**src/source/cpu_types_pkg.sv**
```systemverilog
package cpu_types_pkg;

	// integer opcodes, reduced to the ones the pairing rules look at
	typedef enum logic [5:0] {
		OP_NOP = 6'd0,
		OP_SSNOP,
		OP_ADD,
		OP_MUL,
		OP_MOVZ,
		OP_MOVN,
		OP_LB,
		OP_LW,
		OP_LWC1,
		OP_SB,
		OP_SW,
		OP_SWC1,
		OP_BEQ,
		OP_BNE,
		OP_J,
		OP_JAL,
		OP_JR,
		OP_BC1,
		OP_CFC1,
		OP_CTC1,
		OP_MFC0,
		OP_MTC0,
		OP_ERET,
		OP_TLBWI,
		OP_CACHE
	} oper_t;

	typedef enum logic [2:0] {
		FPU_OP_NOP = 3'd0,
		FPU_OP_ADD,
		FPU_OP_MOV,
		FPU_OP_CMOV
	} fpu_oper_t;

	// one decoded instruction as it sits in the issue queue
	typedef struct packed {
		oper_t       op;
		fpu_oper_t   fpu_op;
		logic [4:0]  reg_addr1;
		logic [4:0]  reg_addr2;
		logic [4:0]  reg_waddr;
		logic        reg_we;
		logic [4:0]  fpu_raddr1;
		logic [4:0]  fpu_raddr2;
		logic [4:0]  fpu_waddr;
		logic        fpu_we;
		logic        delayslot;
		logic [31:0] pc;
	} inst_entry_t;

	typedef struct packed {
		logic        valid_a;
		inst_entry_t entry_a;
		logic        valid_b;
		inst_entry_t entry_b;
	} issue_t;

endpackage

```
**src/source/bus_pkg.sv**
```systemverilog
package bus_pkg;

	typedef struct packed {
		logic        psel;
		logic        penable;
		logic        pwrite;
		logic [7:0]  paddr;
		logic [31:0] pwdata;
	} apb_req_t;

	typedef struct packed {
		logic [31:0] prdata;
		logic        pready;
		logic        pslverr;
	} apb_rsp_t;

	// register map of the issue port
	typedef enum logic [7:0] {
		REG_INST_LO  = 8'h00,
		REG_INST_HI  = 8'h04,
		// write pushes the staged entry with this pc
		REG_INST_PC  = 8'h08,
		REG_LEVEL    = 8'h0c,
		REG_DUAL_CNT = 8'h10
	} reg_offset_t;

endpackage

```
**src/source/superscalar_ctrl.sv**
```systemverilog
`timescale 1ns/1ps

module superscalar_ctrl (
	input  cpu_types_pkg::inst_entry_t data_a,
	input  cpu_types_pkg::inst_entry_t data_b,
	output logic                       inst2_taken
);

	function automatic logic is_read_memory(input cpu_types_pkg::oper_t op);
		return op == cpu_types_pkg::OP_LB || op == cpu_types_pkg::OP_LW ||
			op == cpu_types_pkg::OP_LWC1;
	endfunction

	function automatic logic is_write_memory(input cpu_types_pkg::oper_t op);
		return op == cpu_types_pkg::OP_SB || op == cpu_types_pkg::OP_SW ||
			op == cpu_types_pkg::OP_SWC1;
	endfunction

	function automatic logic is_branch(input cpu_types_pkg::oper_t op);
		return op == cpu_types_pkg::OP_BEQ || op == cpu_types_pkg::OP_BNE ||
			op == cpu_types_pkg::OP_J || op == cpu_types_pkg::OP_JAL ||
			op == cpu_types_pkg::OP_JR || op == cpu_types_pkg::OP_BC1;
	endfunction

	function automatic logic is_cond_move(input cpu_types_pkg::oper_t op,
			input cpu_types_pkg::fpu_oper_t fop);
		return op == cpu_types_pkg::OP_MOVZ || op == cpu_types_pkg::OP_MOVN ||
			fop == cpu_types_pkg::FPU_OP_MOV;
	endfunction

	// ops that must run alone on pipe a because they touch fpu control state
	function automatic logic is_fpu_exclusive(input cpu_types_pkg::oper_t op,
			input cpu_types_pkg::fpu_oper_t fop);
		return op == cpu_types_pkg::OP_CFC1 || op == cpu_types_pkg::OP_CTC1 ||
			op == cpu_types_pkg::OP_BC1 || fop == cpu_types_pkg::FPU_OP_CMOV;
	endfunction

	function automatic logic is_privileged(input cpu_types_pkg::oper_t op);
		return op == cpu_types_pkg::OP_CACHE || op == cpu_types_pkg::OP_ERET ||
			op == cpu_types_pkg::OP_MFC0 || op == cpu_types_pkg::OP_MTC0 ||
			op == cpu_types_pkg::OP_TLBWI;
	endfunction

	logic read_mem_a, read_mem_b;
	logic mem_a, mem_b;
	logic branch_a, branch_b;
	logic cond_move_b;
	logic fpu_excl_a, fpu_excl_b;
	logic fpu_b;
	logic priv_a, priv_b;
	logic reg_dep, fpu_dep;

	assign read_mem_a  = is_read_memory(data_a.op);
	assign read_mem_b  = is_read_memory(data_b.op);
	assign mem_a       = read_mem_a | is_write_memory(data_a.op);
	assign mem_b       = read_mem_b | is_write_memory(data_b.op);
	assign branch_a    = is_branch(data_a.op);
	assign branch_b    = is_branch(data_b.op);
	assign cond_move_b = is_cond_move(data_b.op, data_b.fpu_op);
	assign fpu_excl_a  = is_fpu_exclusive(data_a.op, data_a.fpu_op);
	assign fpu_excl_b  = is_fpu_exclusive(data_b.op, data_b.fpu_op);
	assign fpu_b       = data_b.fpu_op != cpu_types_pkg::FPU_OP_NOP;
	assign priv_a      = is_privileged(data_a.op);
	assign priv_b      = is_privileged(data_b.op);

	// writes to r0 are discarded, so they never create a dependence
	assign reg_dep = data_a.reg_we && data_a.reg_waddr != 5'd0 &&
		(data_a.reg_waddr == data_b.reg_addr1 || data_a.reg_waddr == data_b.reg_addr2);

	assign fpu_dep = data_a.fpu_we && fpu_b &&
		(data_a.fpu_waddr == data_b.fpu_raddr1 || data_a.fpu_waddr == data_b.fpu_raddr2);

	// first matching rule wins
	always_comb begin
		if (data_a.op == cpu_types_pkg::OP_SSNOP || data_b.op == cpu_types_pkg::OP_SSNOP) begin
			inst2_taken = 1'b0;
		end else if (fpu_dep) begin
			inst2_taken = 1'b0;
		end else if (fpu_excl_a || fpu_excl_b) begin
			inst2_taken = 1'b0;
		end else if (cond_move_b && reg_dep) begin
			// condition is needed in ID but produced in EX
			inst2_taken = 1'b0;
		end else if (branch_b) begin
			inst2_taken = 1'b0;
		end else if (branch_a) begin
			// delay slot has to follow on pipe a
			inst2_taken = 1'b0;
		end else if (data_a.delayslot) begin
			inst2_taken = 1'b0;
		end else if (mem_a && mem_b) begin
			// single memory port
			inst2_taken = 1'b0;
		end else if (read_mem_a && reg_dep) begin
			inst2_taken = 1'b0;
		end else if (priv_a || priv_b) begin
			// cp0 access only from pipe a
			inst2_taken = 1'b0;
		end else if (data_a.op == cpu_types_pkg::OP_MUL && reg_dep) begin
			// mul result is two cycles late
			inst2_taken = 1'b0;
		end else if (data_b.pc[11:0] == 12'h000) begin
			// b may sit in a different TLB page
			inst2_taken = 1'b0;
		end else begin
			inst2_taken = 1'b1;
		end
	end

endmodule

```
**src/source/inst_queue.sv**
```systemverilog
`timescale 1ns/1ps

module inst_queue #(
	parameter int QUEUE_DEPTH = 8
) (
	input  logic                                clk,
	input  logic                                arst_n,
	input  logic                                push,
	input  cpu_types_pkg::inst_entry_t          push_entry,
	input  logic                                ena,
	input  logic                                inst2_taken,
	output cpu_types_pkg::inst_entry_t          head_a,
	output cpu_types_pkg::inst_entry_t          head_b,
	output logic [$clog2(QUEUE_DEPTH+1)-1:0]    level,
	output logic                                full,
	output logic                                dual_issue,
	output cpu_types_pkg::issue_t               issue
);

	localparam int PTR_W = (QUEUE_DEPTH > 1) ? $clog2(QUEUE_DEPTH) : 1;
	localparam int LVL_W = $clog2(QUEUE_DEPTH + 1);

	cpu_types_pkg::inst_entry_t mem [QUEUE_DEPTH];
	cpu_types_pkg::inst_entry_t entry_a_q, entry_b_q;

	logic [PTR_W-1:0] wr_ptr, rd_ptr;
	logic [LVL_W-1:0] count_q, pop_cnt;
	logic             pop_one, pop_two;
	logic             valid_a_q, valid_b_q;

	// pointer advance with wrap, depth need not be a power of two
	function automatic logic [PTR_W-1:0] ptr_add(input logic [PTR_W-1:0] ptr,
			input int unsigned n);
		int unsigned sum;
		sum = ptr + n;
		if (sum >= QUEUE_DEPTH)
			sum = sum - QUEUE_DEPTH;
		return PTR_W'(sum);
	endfunction

	assign head_a = mem[rd_ptr];
	assign head_b = mem[ptr_add(rd_ptr, 1)];

	assign pop_one    = ena && count_q != '0;
	assign pop_two    = pop_one && count_q > LVL_W'(1) && inst2_taken;
	assign pop_cnt    = pop_two ? LVL_W'(2) : LVL_W'(pop_one);
	assign dual_issue = pop_two;

	assign level = count_q;
	assign full  = count_q == LVL_W'(QUEUE_DEPTH);

	always_ff @(posedge clk) begin
		if (push)
			mem[wr_ptr] <= push_entry;
	end

	always_ff @(posedge clk or negedge arst_n) begin
		if (!arst_n) begin
			wr_ptr    <= '0;
			rd_ptr    <= '0;
			count_q   <= '0;
			valid_a_q <= 1'b0;
			valid_b_q <= 1'b0;
		end else begin
			if (push)
				wr_ptr <= ptr_add(wr_ptr, 1);
			rd_ptr    <= ptr_add(rd_ptr, pop_cnt);
			count_q   <= count_q + LVL_W'(push) - pop_cnt;
			valid_a_q <= pop_one;
			valid_b_q <= pop_two;
		end
	end

	// issue payload only loads on a pop
	always_ff @(posedge clk) begin
		if (pop_one)
			entry_a_q <= head_a;
		if (pop_two)
			entry_b_q <= head_b;
	end

	assign issue = '{valid_a: valid_a_q, entry_a: entry_a_q,
		valid_b: valid_b_q, entry_b: entry_b_q};

	assert property (@(posedge clk) disable iff (!arst_n) count_q <= LVL_W'(QUEUE_DEPTH))
		else $error("queue level above depth");

	// the register port must check full before pushing
	assert property (@(posedge clk) disable iff (!arst_n) push |-> !full)
		else $error("push into full queue");

endmodule

```
**src/source/apb_issue_regs.sv**
```systemverilog
`timescale 1ns/1ps

module apb_issue_regs (
	input  logic                       clk,
	input  logic                       arst_n,
	input  bus_pkg::apb_req_t          apb_req,
	output bus_pkg::apb_rsp_t          apb_rsp,
	input  logic [31:0]                level,
	input  logic                       full,
	input  logic                       dual_issue,
	output logic                       push,
	output cpu_types_pkg::inst_entry_t push_entry
);

	bus_pkg::reg_offset_t offset;

	logic        access, wr_access, rd_access;
	logic [25:0] lo_q;
	logic [15:0] hi_q;
	logic [31:0] dual_cnt_q;
	logic [31:0] rdata;
	logic        err;

	assign offset    = bus_pkg::reg_offset_t'(apb_req.paddr);
	assign access    = apb_req.psel && apb_req.penable;
	assign wr_access = access && apb_req.pwrite;
	assign rd_access = access && !apb_req.pwrite;

	// staged halves of the next entry
	always_ff @(posedge clk) begin
		if (wr_access && offset == bus_pkg::REG_INST_LO)
			lo_q <= apb_req.pwdata[25:0];
		if (wr_access && offset == bus_pkg::REG_INST_HI)
			hi_q <= apb_req.pwdata[15:0];
	end

	always_ff @(posedge clk or negedge arst_n) begin
		if (!arst_n)
			dual_cnt_q <= '0;
		else if (dual_issue)
			dual_cnt_q <= dual_cnt_q + 32'd1;
	end

	assign push = wr_access && offset == bus_pkg::REG_INST_PC && !full;

	assign push_entry.op         = cpu_types_pkg::oper_t'(lo_q[5:0]);
	assign push_entry.fpu_op     = cpu_types_pkg::fpu_oper_t'(lo_q[8:6]);
	assign push_entry.reg_addr1  = lo_q[13:9];
	assign push_entry.reg_addr2  = lo_q[18:14];
	assign push_entry.reg_waddr  = lo_q[23:19];
	assign push_entry.reg_we     = lo_q[24];
	assign push_entry.delayslot  = lo_q[25];
	assign push_entry.fpu_raddr1 = hi_q[4:0];
	assign push_entry.fpu_raddr2 = hi_q[9:5];
	assign push_entry.fpu_waddr  = hi_q[14:10];
	assign push_entry.fpu_we     = hi_q[15];
	assign push_entry.pc         = apb_req.pwdata;

	always_comb begin
		rdata = '0;
		err   = 1'b0;
		case (offset)
			bus_pkg::REG_INST_LO:  rdata = {6'd0, lo_q};
			bus_pkg::REG_INST_HI:  rdata = {16'd0, hi_q};
			// write only, reads back as zero
			bus_pkg::REG_INST_PC:  err = apb_req.pwrite && full;
			bus_pkg::REG_LEVEL: begin
				rdata = level;
				err   = apb_req.pwrite;
			end
			bus_pkg::REG_DUAL_CNT: begin
				rdata = dual_cnt_q;
				err   = apb_req.pwrite;
			end
			default:               err = 1'b1;
		endcase
	end

	assign apb_rsp.pready  = 1'b1;
	assign apb_rsp.pslverr = access && err;
	assign apb_rsp.prdata  = (rd_access && !err) ? rdata : 32'd0;

	assert property (@(posedge clk) disable iff (!arst_n) apb_req.penable |-> apb_req.psel)
		else $error("penable without psel");

endmodule

```
**src/source/dual_issue_top.sv**
```systemverilog
`timescale 1ns/1ps

module dual_issue_top #(
	parameter int QUEUE_DEPTH = 8
) (
	input  logic                  clk,
	input  logic                  arst_n,
	input  logic                  ena,
	input  bus_pkg::apb_req_t     apb_req,
	output bus_pkg::apb_rsp_t     apb_rsp,
	output cpu_types_pkg::issue_t issue
);

	localparam int LVL_W = $clog2(QUEUE_DEPTH + 1);

	cpu_types_pkg::inst_entry_t push_entry;
	cpu_types_pkg::inst_entry_t head_a, head_b;

	logic [LVL_W-1:0] level;
	logic             push;
	logic             full;
	logic             dual_issue;
	logic             inst2_taken;

	apb_issue_regs regs_i (
		.clk        (clk),
		.arst_n     (arst_n),
		.apb_req    (apb_req),
		.apb_rsp    (apb_rsp),
		.level      (32'(level)),
		.full       (full),
		.dual_issue (dual_issue),
		.push       (push),
		.push_entry (push_entry)
	);

	inst_queue #(
		.QUEUE_DEPTH (QUEUE_DEPTH)
	) queue_i (
		.clk         (clk),
		.arst_n      (arst_n),
		.push        (push),
		.push_entry  (push_entry),
		.ena         (ena),
		.inst2_taken (inst2_taken),
		.head_a      (head_a),
		.head_b      (head_b),
		.level       (level),
		.full        (full),
		.dual_issue  (dual_issue),
		.issue       (issue)
	);

	// pairing decision for the two oldest entries
	superscalar_ctrl ctrl_i (
		.data_a      (head_a),
		.data_b      (head_b),
		.inst2_taken (inst2_taken)
	);

endmodule

```
**config.mk**
```make
export PLATFORM = sky130hd
export DESIGN_NAME = dual_issue_top
export DESIGN_NICKNAME = d
export VERILOG_FILES = /design/src/source/cpu_types_pkg.sv /design/src/source/bus_pkg.sv /design/src/source/superscalar_ctrl.sv /design/src/source/inst_queue.sv /design/src/source/apb_issue_regs.sv /design/src/source/dual_issue_top.sv
export SDC_FILE = /design/constraint.sdc
export NUM_CORES = 1
export LEC_CHECK = 0
export BUFFER_PORTS_ARGS = -buffer_cell sky130_fd_sc_hd__buf_2
export CELL_PAD_IN_SITES_DETAIL_PLACEMENT = 2
export CELL_PAD_IN_SITES_GLOBAL_PLACEMENT = 2
export CORE_MARGIN = 3
export CORE_UTILIZATION = 52
export CTS_BUF_LIST = sky130_fd_sc_hd__clkbuf_8
export DETAILED_ROUTE_END_ITERATION = 12
export PLACE_DENSITY_LB_ADDON = 0.1
export SYNTH_ARGS = -nofsm -noshare
export SYNTH_HDL_FRONTEND = slang
export SYNTH_SLANG_ARGS = --single-unit
```
**constraint.sdc**
```tcl
create_clock -name clk -period 18 [get_ports clk]
set_clock_uncertainty 0.2 [all_clocks]
set_input_delay 2.7 -clock clk [delete_from_list [all_inputs] [get_ports clk]]
set_output_delay 2.7 -clock clk [all_outputs]
set_load 0.01 [all_outputs]
```
; Word-level counts from Yosys, hierarchy flattened
; Memory sizes are Yosys's and may differ from the RTL's.
; Cells that the tools add are included.
[totals]
ram_bits = 592
inputBits = 46
output_inout_bits = 184
register_bits = 234
memories = 1
elab_cells = 194
[classes]
n_reduce_logical = 70
n_lt_le_gt_ge = 4
bitwise = 2
addsub = 9
mux = 21
n_eq_ne = 55
[memory_table]
columns = name, depth, word_bits, rd, rd_clocked_by_memory_dff, wr, line_no
row1 = queue_i.mem, 8, 74, 2, 0, 1, inst_queue.sv:23  ; cpu_types_pkg::inst_entry_t mem [QUEUE_DEPTH];
[op_table]
columns = op, n
row1 = $pmux 32 s4, 1
row2 = $eq 6x5->1 const B, 18
row3 = $eq 6x4->1 const B, 16
row4 = $logic_or 1x1->1, 39
row5 = $eq 6x3->1 const B, 6
row6 = $add 32x1->32 const B, 1
row7 = $mux 32, 1
row8 = $logic_and 1x1->1, 21
row9 = $eq 5x5->1, 4
row10 = $eq 8x4->1 const B, 2
row11 = $mux 1, 14
row12 = $eq 6x1->1 const B, 2
row13 = $logic_not 12->1, 1
row14 = $eq 3x2->1 const B, 3
row15 = $mux 3, 3
row16 = $sub 3x1->3 const B, 3
row17 = $add 3x1->4 const B, 2
row18 = $eq 8x3->1 const B, 1
row19 = $eq 8x5->1 const B, 1
row20 = $ge 4x4->1 const B, 2
row21 = $logic_not 8->1, 1
row22 = $eq 6x2->1 const B, 1
row23 = $ge 5x4->1 const B, 1
row24 = $reduce_bool 5->1, 1
row25 = other kinds (12), 16

; Depth between registers and ports, before layout
; Gate-level depths: netlist of run 1.
; An unclocked memory read counts as a cell.
[logic_depth]
depth_word = 25
mapped_depth = 20
ltp_nobuf = 16

; Cells and area by module
; A second synthesis of run 1 with hierarchy kept.
[hier_totals]
cells_unflattened = 2257
area_unflattened_um2 = 37445.9
[by_module_without_submodules]
columns = mod, seq_area_each_um2, instances, area_each_um2, cells_each
row1 = inst_queue, 22521.6, 1, 33005.4, 1850
row2 = apb_issue_regs, 2062.0, 1, 3928.8, 337
row3 = superscalar_ctrl, 0.0, 1, 508.0, 69
row4 = dual_issue_top, 0.0, 1, 3.8, 1

; Worst setup path before layout of run 1
; Ideal clock, no wire load.
[synth_path]
path_kind = input -> register
start = input apb_req[32] in the netlist's numbering
end = memory queue_i.mem[0][0] in the netlist's numbering, enable pin
n_path_buf = 0
t_arrival_ns = 9.150
setup_slack_ns = 8.053
t_required_ns = 17.203
setup_ns = 0.597
stages = 5
path_cell_list = or4_1 nor3_1 nand4_1 or2_2 nor3_1
[synth_via]
elab_chain_cells = 5
[synth_rtl]
columns = item, line_no
row1 = start: declaration, dual_issue_top.sv:9  ; input bus_pkg::apb_req_t apb_req,
row2 = $eq 8x4->1, apb_issue_regs.sv:44  ; assign push = wr_access && offset == bus_pkg::REG_INST_PC && !full;
row3 = $logic_and 1x1->1 (2 in series), apb_issue_regs.sv:44
row4 = $mux 1, inst_queue.sv:53  ; if (push)
row5 = $mux 1 (not written as such), inst_queue.sv:54  ; mem[wr_ptr] <= push_entry;
row6 = end: declaration, inst_queue.sv:23
; Every way passes these cells.

==> results of run 1 <==
[where the power goes]
group / internal, mW / leakage (nW) / switching, mW
Clock: 0.788 / 1.49 / 0.844
Combinational: 1.45 / 5.56 / 2.05
Sequential: 2.42 / 7.67 / 0.161
Total: 4.66 / 14.7 / 3.05
[final cells by class]
type | count | area (µm²)
clock buffers | 147 | 2020
repair buffers | 268 | 1470
fillers | 5815 | 28500
diodes | 5 | 12.5
clock inverters | 105 | 514
well taps | 940 | 1180
flip-flops and latches | 826 | 24600
inverters | 23 | 88.8
multi-input cells | 1040 | 12000
[state kept, by name (all words and copies together) (netlist names)]
signal and count:
queue_i.issue 148, queue_i.level 4, queue_i.mem 592, queue_i.rd_ptr 3, queue_i.valid_a_q 1, queue_i.valid_b_q 1
queue_i.wr_ptr 3, regs_i.dual_cnt_q 32, regs_i.hi_q 16, regs_i.lo_q 26
[metrics by stage]
step / std cells / utilization
2_1_floorplan: 2017 / -
3_3_place_gp: 3097 / 0.559
3_5_place_dp: 3097 / 0.559
4_1_cts: 3349 / 0.595
5_1_grt: 3351 / 0.595
6_report: 3354 / 0.595
[kinds of logic (layout without fill, tap and decap cells)]
kind of cell               after synthesis  in the layout  share of synthesized area
AOI/OAI and AO/OA                       62             62                     0.0133
xor gates and xnor gates                79             79                     0.0188
adders and majority gates               13             13                    0.00478
buffers and inverters                  151            543                     0.0183
DFF                                    826            826                      0.661
muxes                                  463            463                      0.233
other                                    1              6                   0.000101
and+or+nand+nor                        422            422                     0.0505
[how the worst min path moves through the flow]
stage / startpoint / to / slack [ps] / cells past startpoint
floorplan: regs_i.dual_cnt_q[31] / regs_i.dual_cnt_q[31] / 230 / 1
global placement: regs_i.dual_cnt_q[31] / regs_i.dual_cnt_q[31] / 250 / 1
detailed placement: regs_i.dual_cnt_q[31] / regs_i.dual_cnt_q[31] / 260 / 1
CTS: regs_i.dual_cnt_q[31] / regs_i.dual_cnt_q[31] / 270 / 1
global route: regs_i.dual_cnt_q[31] / regs_i.dual_cnt_q[31] / 300 / 1
finish: regs_i.dual_cnt_q[31] / regs_i.dual_cnt_q[31] / 260 / 1
[worst max-delay path, delay by kind of cell]
family	cells	cell delay [ps]
and+or+nand+nor	5	2360
buffers and inverters	3	590
AOI/OAI and AO/OA	1	250
[layout by cell type (no fill, tap or decap), drive strengths merged, types with 15 or more instances in the layout]
master | netlist | routed
mux2 | 72 | 72
edfxtp | 782 | 782
dfrtp | 44 | 44
inv | 21 | 86
buf | 85 | 268
xor2 | 54 | 54
nor3 | 23 | 23
nand3 | 29 | 29
xnor2 | 25 | 25
clkbuf | 43 | 147
nor2 | 57 | 57
a22oi | 15 | 15
and3 | 18 | 18
nor4 | 23 | 23
mux2i | 76 | 76
mux4 | 315 | 315
clkinv | 2 | 33
nand2 | 233 | 233
[routing by layer]
| metal | track usage | share of wire |
|---|---|---|
| met1 | 0.448 | 0.35 |
| met2 | 0.607 | 0.51 |
| met3 | 0.0791 | 0.089 |
| met4 | 0.194 | 0.052 |
| met5 | 0 | 0.00043 |
==> results_dict.tcl, run 1 <==
set metrics [dict create \
    post_synthesis_register_bit_count 826 \
    route.vias.total 23300 \
    last_weighted_congestion_value_of_the_routability_driven_placer 0.809 \
    netlist_instances 2017 \
    p_per_area_nw_per_um2 184 \
    critPathLaunch "apb_req[32]" \
    syn-cell-area_um2 37200 \
    synthArstFlopShare 0.0533 \
    final_layout_size_suffix_gt1_frac 0.352 \
    timing.critical_path.required_ps 15100 \
    dp_worst_setup_slack_ps 9370 \
    outcome "finished clean" \
    placeableCoreArea_um2 70400 \
    post-route-min-period_ps 8810 \
    post-route-drc-count 0 \
    pin_count 230 \
    cpPeakStageDelay_ps 1010 \
    routed_wirelength_mm 134 \
    timing.slew.headroom 0.0832 \
    cts_buffers 143 \
    synth.area.top_cells "sky130_fd_sc_hd__edfxtp_1 (63%), sky130_fd_sc_hd__mux4_2 (19%), sky130_fd_sc_hd__dfrtp_1 (3.0%)" \
    setup_slack_on_the_worst_flop_to_flop_path_ps 10260 \
    grt_setup_unrepaired "false" \
    synth.most_common_cell "sky130_fd_sc_hd__edfxtp_1" \
    finalSetupViolations 0 \
    initial_utilization 0.528 \
    worst_ep_arrival_time_ps 5910 \
    synth_largest_area_cell "sky130_fd_sc_hd__edfxtp_1" \
    dr.pass1.iters 8 \
    design_area_um2 41900 \
    synth_fp_nets 2076 \
    ant_nets 0 \
    timing.setup.critical_path_class "input pin to output port" \
    site_rows 97 \
    initialDrtViolationCount 3060 \
    nets 2361 \
    power_mw 7.71 \
    clock_transition_at_the_registers_of_the_reported_paths_ps 60 \
    cpMaxStageDelayCell "sky130_fd_sc_hd__and2_1" \
    vdd_drop_max_v 0.000208 \
    cts-root-buf "sky130_fd_sc_hd__clkbuf_8" \
    cts.repair_timing.setup_buffer_count 0 \
    cts_hold_buffers 0 \
    worst_r2r_path_depth 13 \
    number_of_pins_with_negative_max_slew_slack_in_the_final_report 0 \
    die_w_um 273 \
    cts_tree "built" \
    groute.usage.overall 0.364 \
    final_critical_path_setup_slack_ps 9190 \
    hold-worst-slack_ps 261 \
    crit_path_frequent_cell "sky130_fd_sc_hd__buf_2" \
    number_of_synthesized_flops_with_an_enable_pin 782 \
    leakage_nw 14.7 \
    timing.critical_path.to "apb_rsp[7]" \
    setup.worst_path.start_class "input pin" \
    fmax_ghz 0.113 \
    finalCritPeriodShare 0.490 \
    post_dp_cell_area_um2 39400 \
    critPathCaptureType "output port" \
    ys_warn_count 0 \
    port_bufs 228 \
    maxCapViolCount 0 \
    htree_num_levels 4 \
    largest_net_degree_at_the_start_of_global_routing 123 \
    insertion_delay_to_the_later_sink_of_the_worst_skew_pair_ps 820 \
    finalHoldViolCount 0 \
    first_global_vias 25900 \
    worst-slew-pin-transition_ps 1380 \
    average_instance_area_after_synthesis_um2 18.4 \
    grt_first_pass_wirelength_mm 193 \
    setup_total_negative_slack_ps 0 \
    fp.dieH_um 273 \
    crit_chain "buf_2 -> or4_1 -> nor3_1 -> and2_1 -> nand2b_1 -> o21ai_1 -> buf_4 -> nor2_1 -> buf_2" \
    cts.sinks 826 \
    antenna_found_initial 9 \
    area.growth.synth_to_final_pct 12.7 \
    worst_r2r_endpoint "queue_i.issue[43]" \
    wl_per_cell_um 39.9 \
    avgViaCountPerCell 6.96 \
    synth-seq-area-share 0.661 \
    ys_top_cells_by_count "sky130_fd_sc_hd__edfxtp_1 (782), sky130_fd_sc_hd__mux4_2 (315), sky130_fd_sc_hd__nand2_1 (233)" \
    dieArea_um2 74700 \
    rr_startpoint "queue_i.rd_ptr[0]" \
    ys_dominant_reg_cell "sky130_fd_sc_hd__edfxtp_1" \
    synth_top_area_frac 0.632 \
    synth.lib_cells_used.distinct 59 \
    critical_path.max_fanout 27 \
    cts_max_path_buffers 3 \
    min_path_type "flop to flop" \
    overflow 0 \
    dpl.hpwl_mm 77.2 \
    cts.repair.resized 0 \
]
No activity file was read; power rests on OpenSTA's default activity.
==> run 2, diff against run 1 <==
- CORE_UTILIZATION: 52 -> 48
- clock period: 18 -> 8.5 ns (I/O delays scaled with it)
==> run 2 against run 1 <==
Compared with the run above: power grew 110%; clock power up 100%; flip-flop and latch count unchanged; sequential power grew 110%; largest power group unchanged; highest routed layer unchanged.
==> results_dict.tcl, run 2 (synthesis results as in run 1) <==
set metrics [dict create \
    site_rows 101 \
    cts.repair_timing.setup_buffer_count 0 \
    post-route-min-period_ps 6730 \
    maxCapViolCount 0 \
    number_of_pins_with_negative_max_slew_slack_in_the_final_report 0 \
    groute.usage.overall 0.290 \
    post-route-util 0.550 \
    finalHoldViolCount 0 \
    min_path_type "flop to flop" \
    cts.sinks 826 \
    clock_transition_at_the_registers_of_the_reported_paths_ps 60 \
    insertion_delay_to_the_later_sink_of_the_worst_skew_pair_ps 800 \
    antenna_found_initial 8 \
    worst-slew-pin-transition_ps 1200 \
    hold-worst-slack_ps 278 \
    crit_chain "ha_4 -> buf_12 -> buf_4 -> mux2i_1 -> mux4_2 -> xor2_1 -> nand3_1 -> o21ai_0 -> nand3_1 -> a211oi_4 -> buf_4 -> or3_1 -> and2_1 -> ha_1 -> inv_1 -> ha_1 -> a21o_1 -> a21oi_1 -> xor2_1" \
    die_w_um 284 \
    cts_hold_buffers 0 \
    switchingPower_mw 5.98 \
    overflow 0 \
    timing.critical_path.required_ps 9010 \
    initial_utilization 0.487 \
    layoutNonFillerInstCount 3429 \
    share_clk_of_total_power 0.207 \
    fmax_ghz 0.149 \
    leakage_nw 14.7 \
    cts_tree "built" \
    setup_total_negative_slack_ps 0 \
    port_bufs 228 \
    layout.cells.most_common_list "sky130_fd_sc_hd__edfxtp_1 (782), sky130_fd_sc_hd__mux4_2 (315), sky130_fd_sc_hd__nand2_1 (233)" \
    layout.area.seq_um2 24600 \
    timing.setup.critical_path_class "flop to flop" \
    cell_family_contributing_the_most_delay_on_the_critical_path "adder cells" \
    cpPeakStageDelay_ps 1020 \
    wl_per_cell_um 33.8 \
    combinationalPowerShare 0.454 \
    final_layout_size_suffix_gt1_frac 0.354 \
    routed_wirelength_mm 116 \
    critical_path.max_fanout 55 \
    ant_nets 0 \
    area.growth.synth_to_final_pct 13.0 \
    initialDrtViolationCount 2219 \
    place.detailed.instances 3191 \
    final_critical_path_setup_slack_ps 1770 \
    first_global_vias 24300 \
    route.vias.total 21900 \
    critPathCaptureType "flop" \
    cts-root-buf "sky130_fd_sc_hd__clkbuf_8" \
    placeableCoreArea_um2 76300 \
    seq_power_share 0.340 \
    timing.slew.headroom 0.202 \
    dr.pass1.iters 6 \
    dieArea_um2 80800 \
    num-fill-cells 6626 \
    finalSetupViolations 0 \
    largest_reg_flops 592 \
    avgViaCountPerCell 6.39 \
    worst_ep_arrival_time_ps 7230 \
    p_per_area_nw_per_um2 377 \
    largest_net_degree_at_the_start_of_global_routing 107 \
    dp_worst_setup_slack_ps 1880 \
    cts_buffers 142 \
    pin_count 230 \
    post-route-drc-count 0 \
    finalCritPeriodShare 0.791 \
    regMostFlops "queue_i.mem" \
    grt_setup_unrepaired "false" \
    nets 2364 \
    mostFrequentLayoutCell "sky130_fd_sc_hd__edfxtp_1" \
    grt_first_pass_wirelength_mm 171 \
    multiInputGateArea_um2 12000 \
    setup.worst_path.start_class "flop" \
    cts_max_path_buffers 3 \
    htree_num_levels 4 \
    path_buf_inv 4 \
    last_weighted_congestion_value_of_the_routability_driven_placer 0.839 \
    p_int_mw 9.84 \
    vdd_drop_max_v 0.000313 \
    dpl.hpwl_mm 73.6 \
    cts.repair.resized 0 \
    p_sw_frac 0.378 \
    fp.dieH_um 284 \
    cpMaxStageDelayCell "sky130_fd_sc_hd__ha_4" \
    outcome "finished clean" \
]
run 2: metrics by stage:
| stage | total power [mW] | area [µm²] |
|---|---|---|
| after CTS | 16.0 | 42000 |
| after detailed placement | 12.7 | 39500 |
| final | 15.8 | 42000 |
| after global routing | 16.7 | 42000 |
| after floorplan | 10.3 | 37200 |
| after global placement | 12.4 | 39500 |
run 2: layer usage:
metal  vias to the layer above  routed length, µm  global-route usage
li1                       8798                  -                   -
met1                     11800              46300               0.387
met2                      1032              58200               0.484
met3                       224               7630              0.0483
met4                         6               3750               0.107
met5                         -                 42                   0
run 2: power by group through the flow:
stage	clock network (mW)	registers [mW]	logic, mW
detailed placement	0	5.46	7.22
finish	3.27	5.38	7.18
global placement	0	5.45	6.95
floorplan	0	5.52	4.82
CTS	3.35	5.39	7.27
global route	3.51	5.42	7.72
run 2: cell type report:
type | instances | share of cell area
sequential | 826 | 0.585
clock buffer | 152 | 0.0498
timing repair buffer | 272 | 0.0365
tap | 1030 | 0.0307
antenna | 1 | 0.0000596
multi-input combinational | 1040 | 0.286
inverter | 23 | 0.00211
clock inverter | 85 | 0.00902
run 2: final timing paths:
check	endpoint	startpoint	depth (start not counted)	slack [ps]
max reg2reg	queue_i.level[3]	queue_i.rd_ptr[0]	19	1770
max in group asynchronous	queue_i.rd_ptr[1]	arst_n	1	6780
min in group asynchronous	regs_i.dual_cnt_q[31]	arst_n	1	480
min	regs_i.dual_cnt_q[31]	regs_i.dual_cnt_q[31]	1	280
max	queue_i.level[3]	queue_i.rd_ptr[0]	19	1770
min reg2reg	regs_i.dual_cnt_q[31]	regs_i.dual_cnt_q[31]	1	280
run 2: worst reg2reg max path: cells and delay by family (launching register included):
kind | cells | cell delay [ps]
compound gates | 4 | 940
xor+xnor | 2 | 370
simple gates | 4 | 900
fa+ha+maj | 3 | 1490
buf+inv | 4 | 1410
mux | 2 | 700
flops | 1 | 640
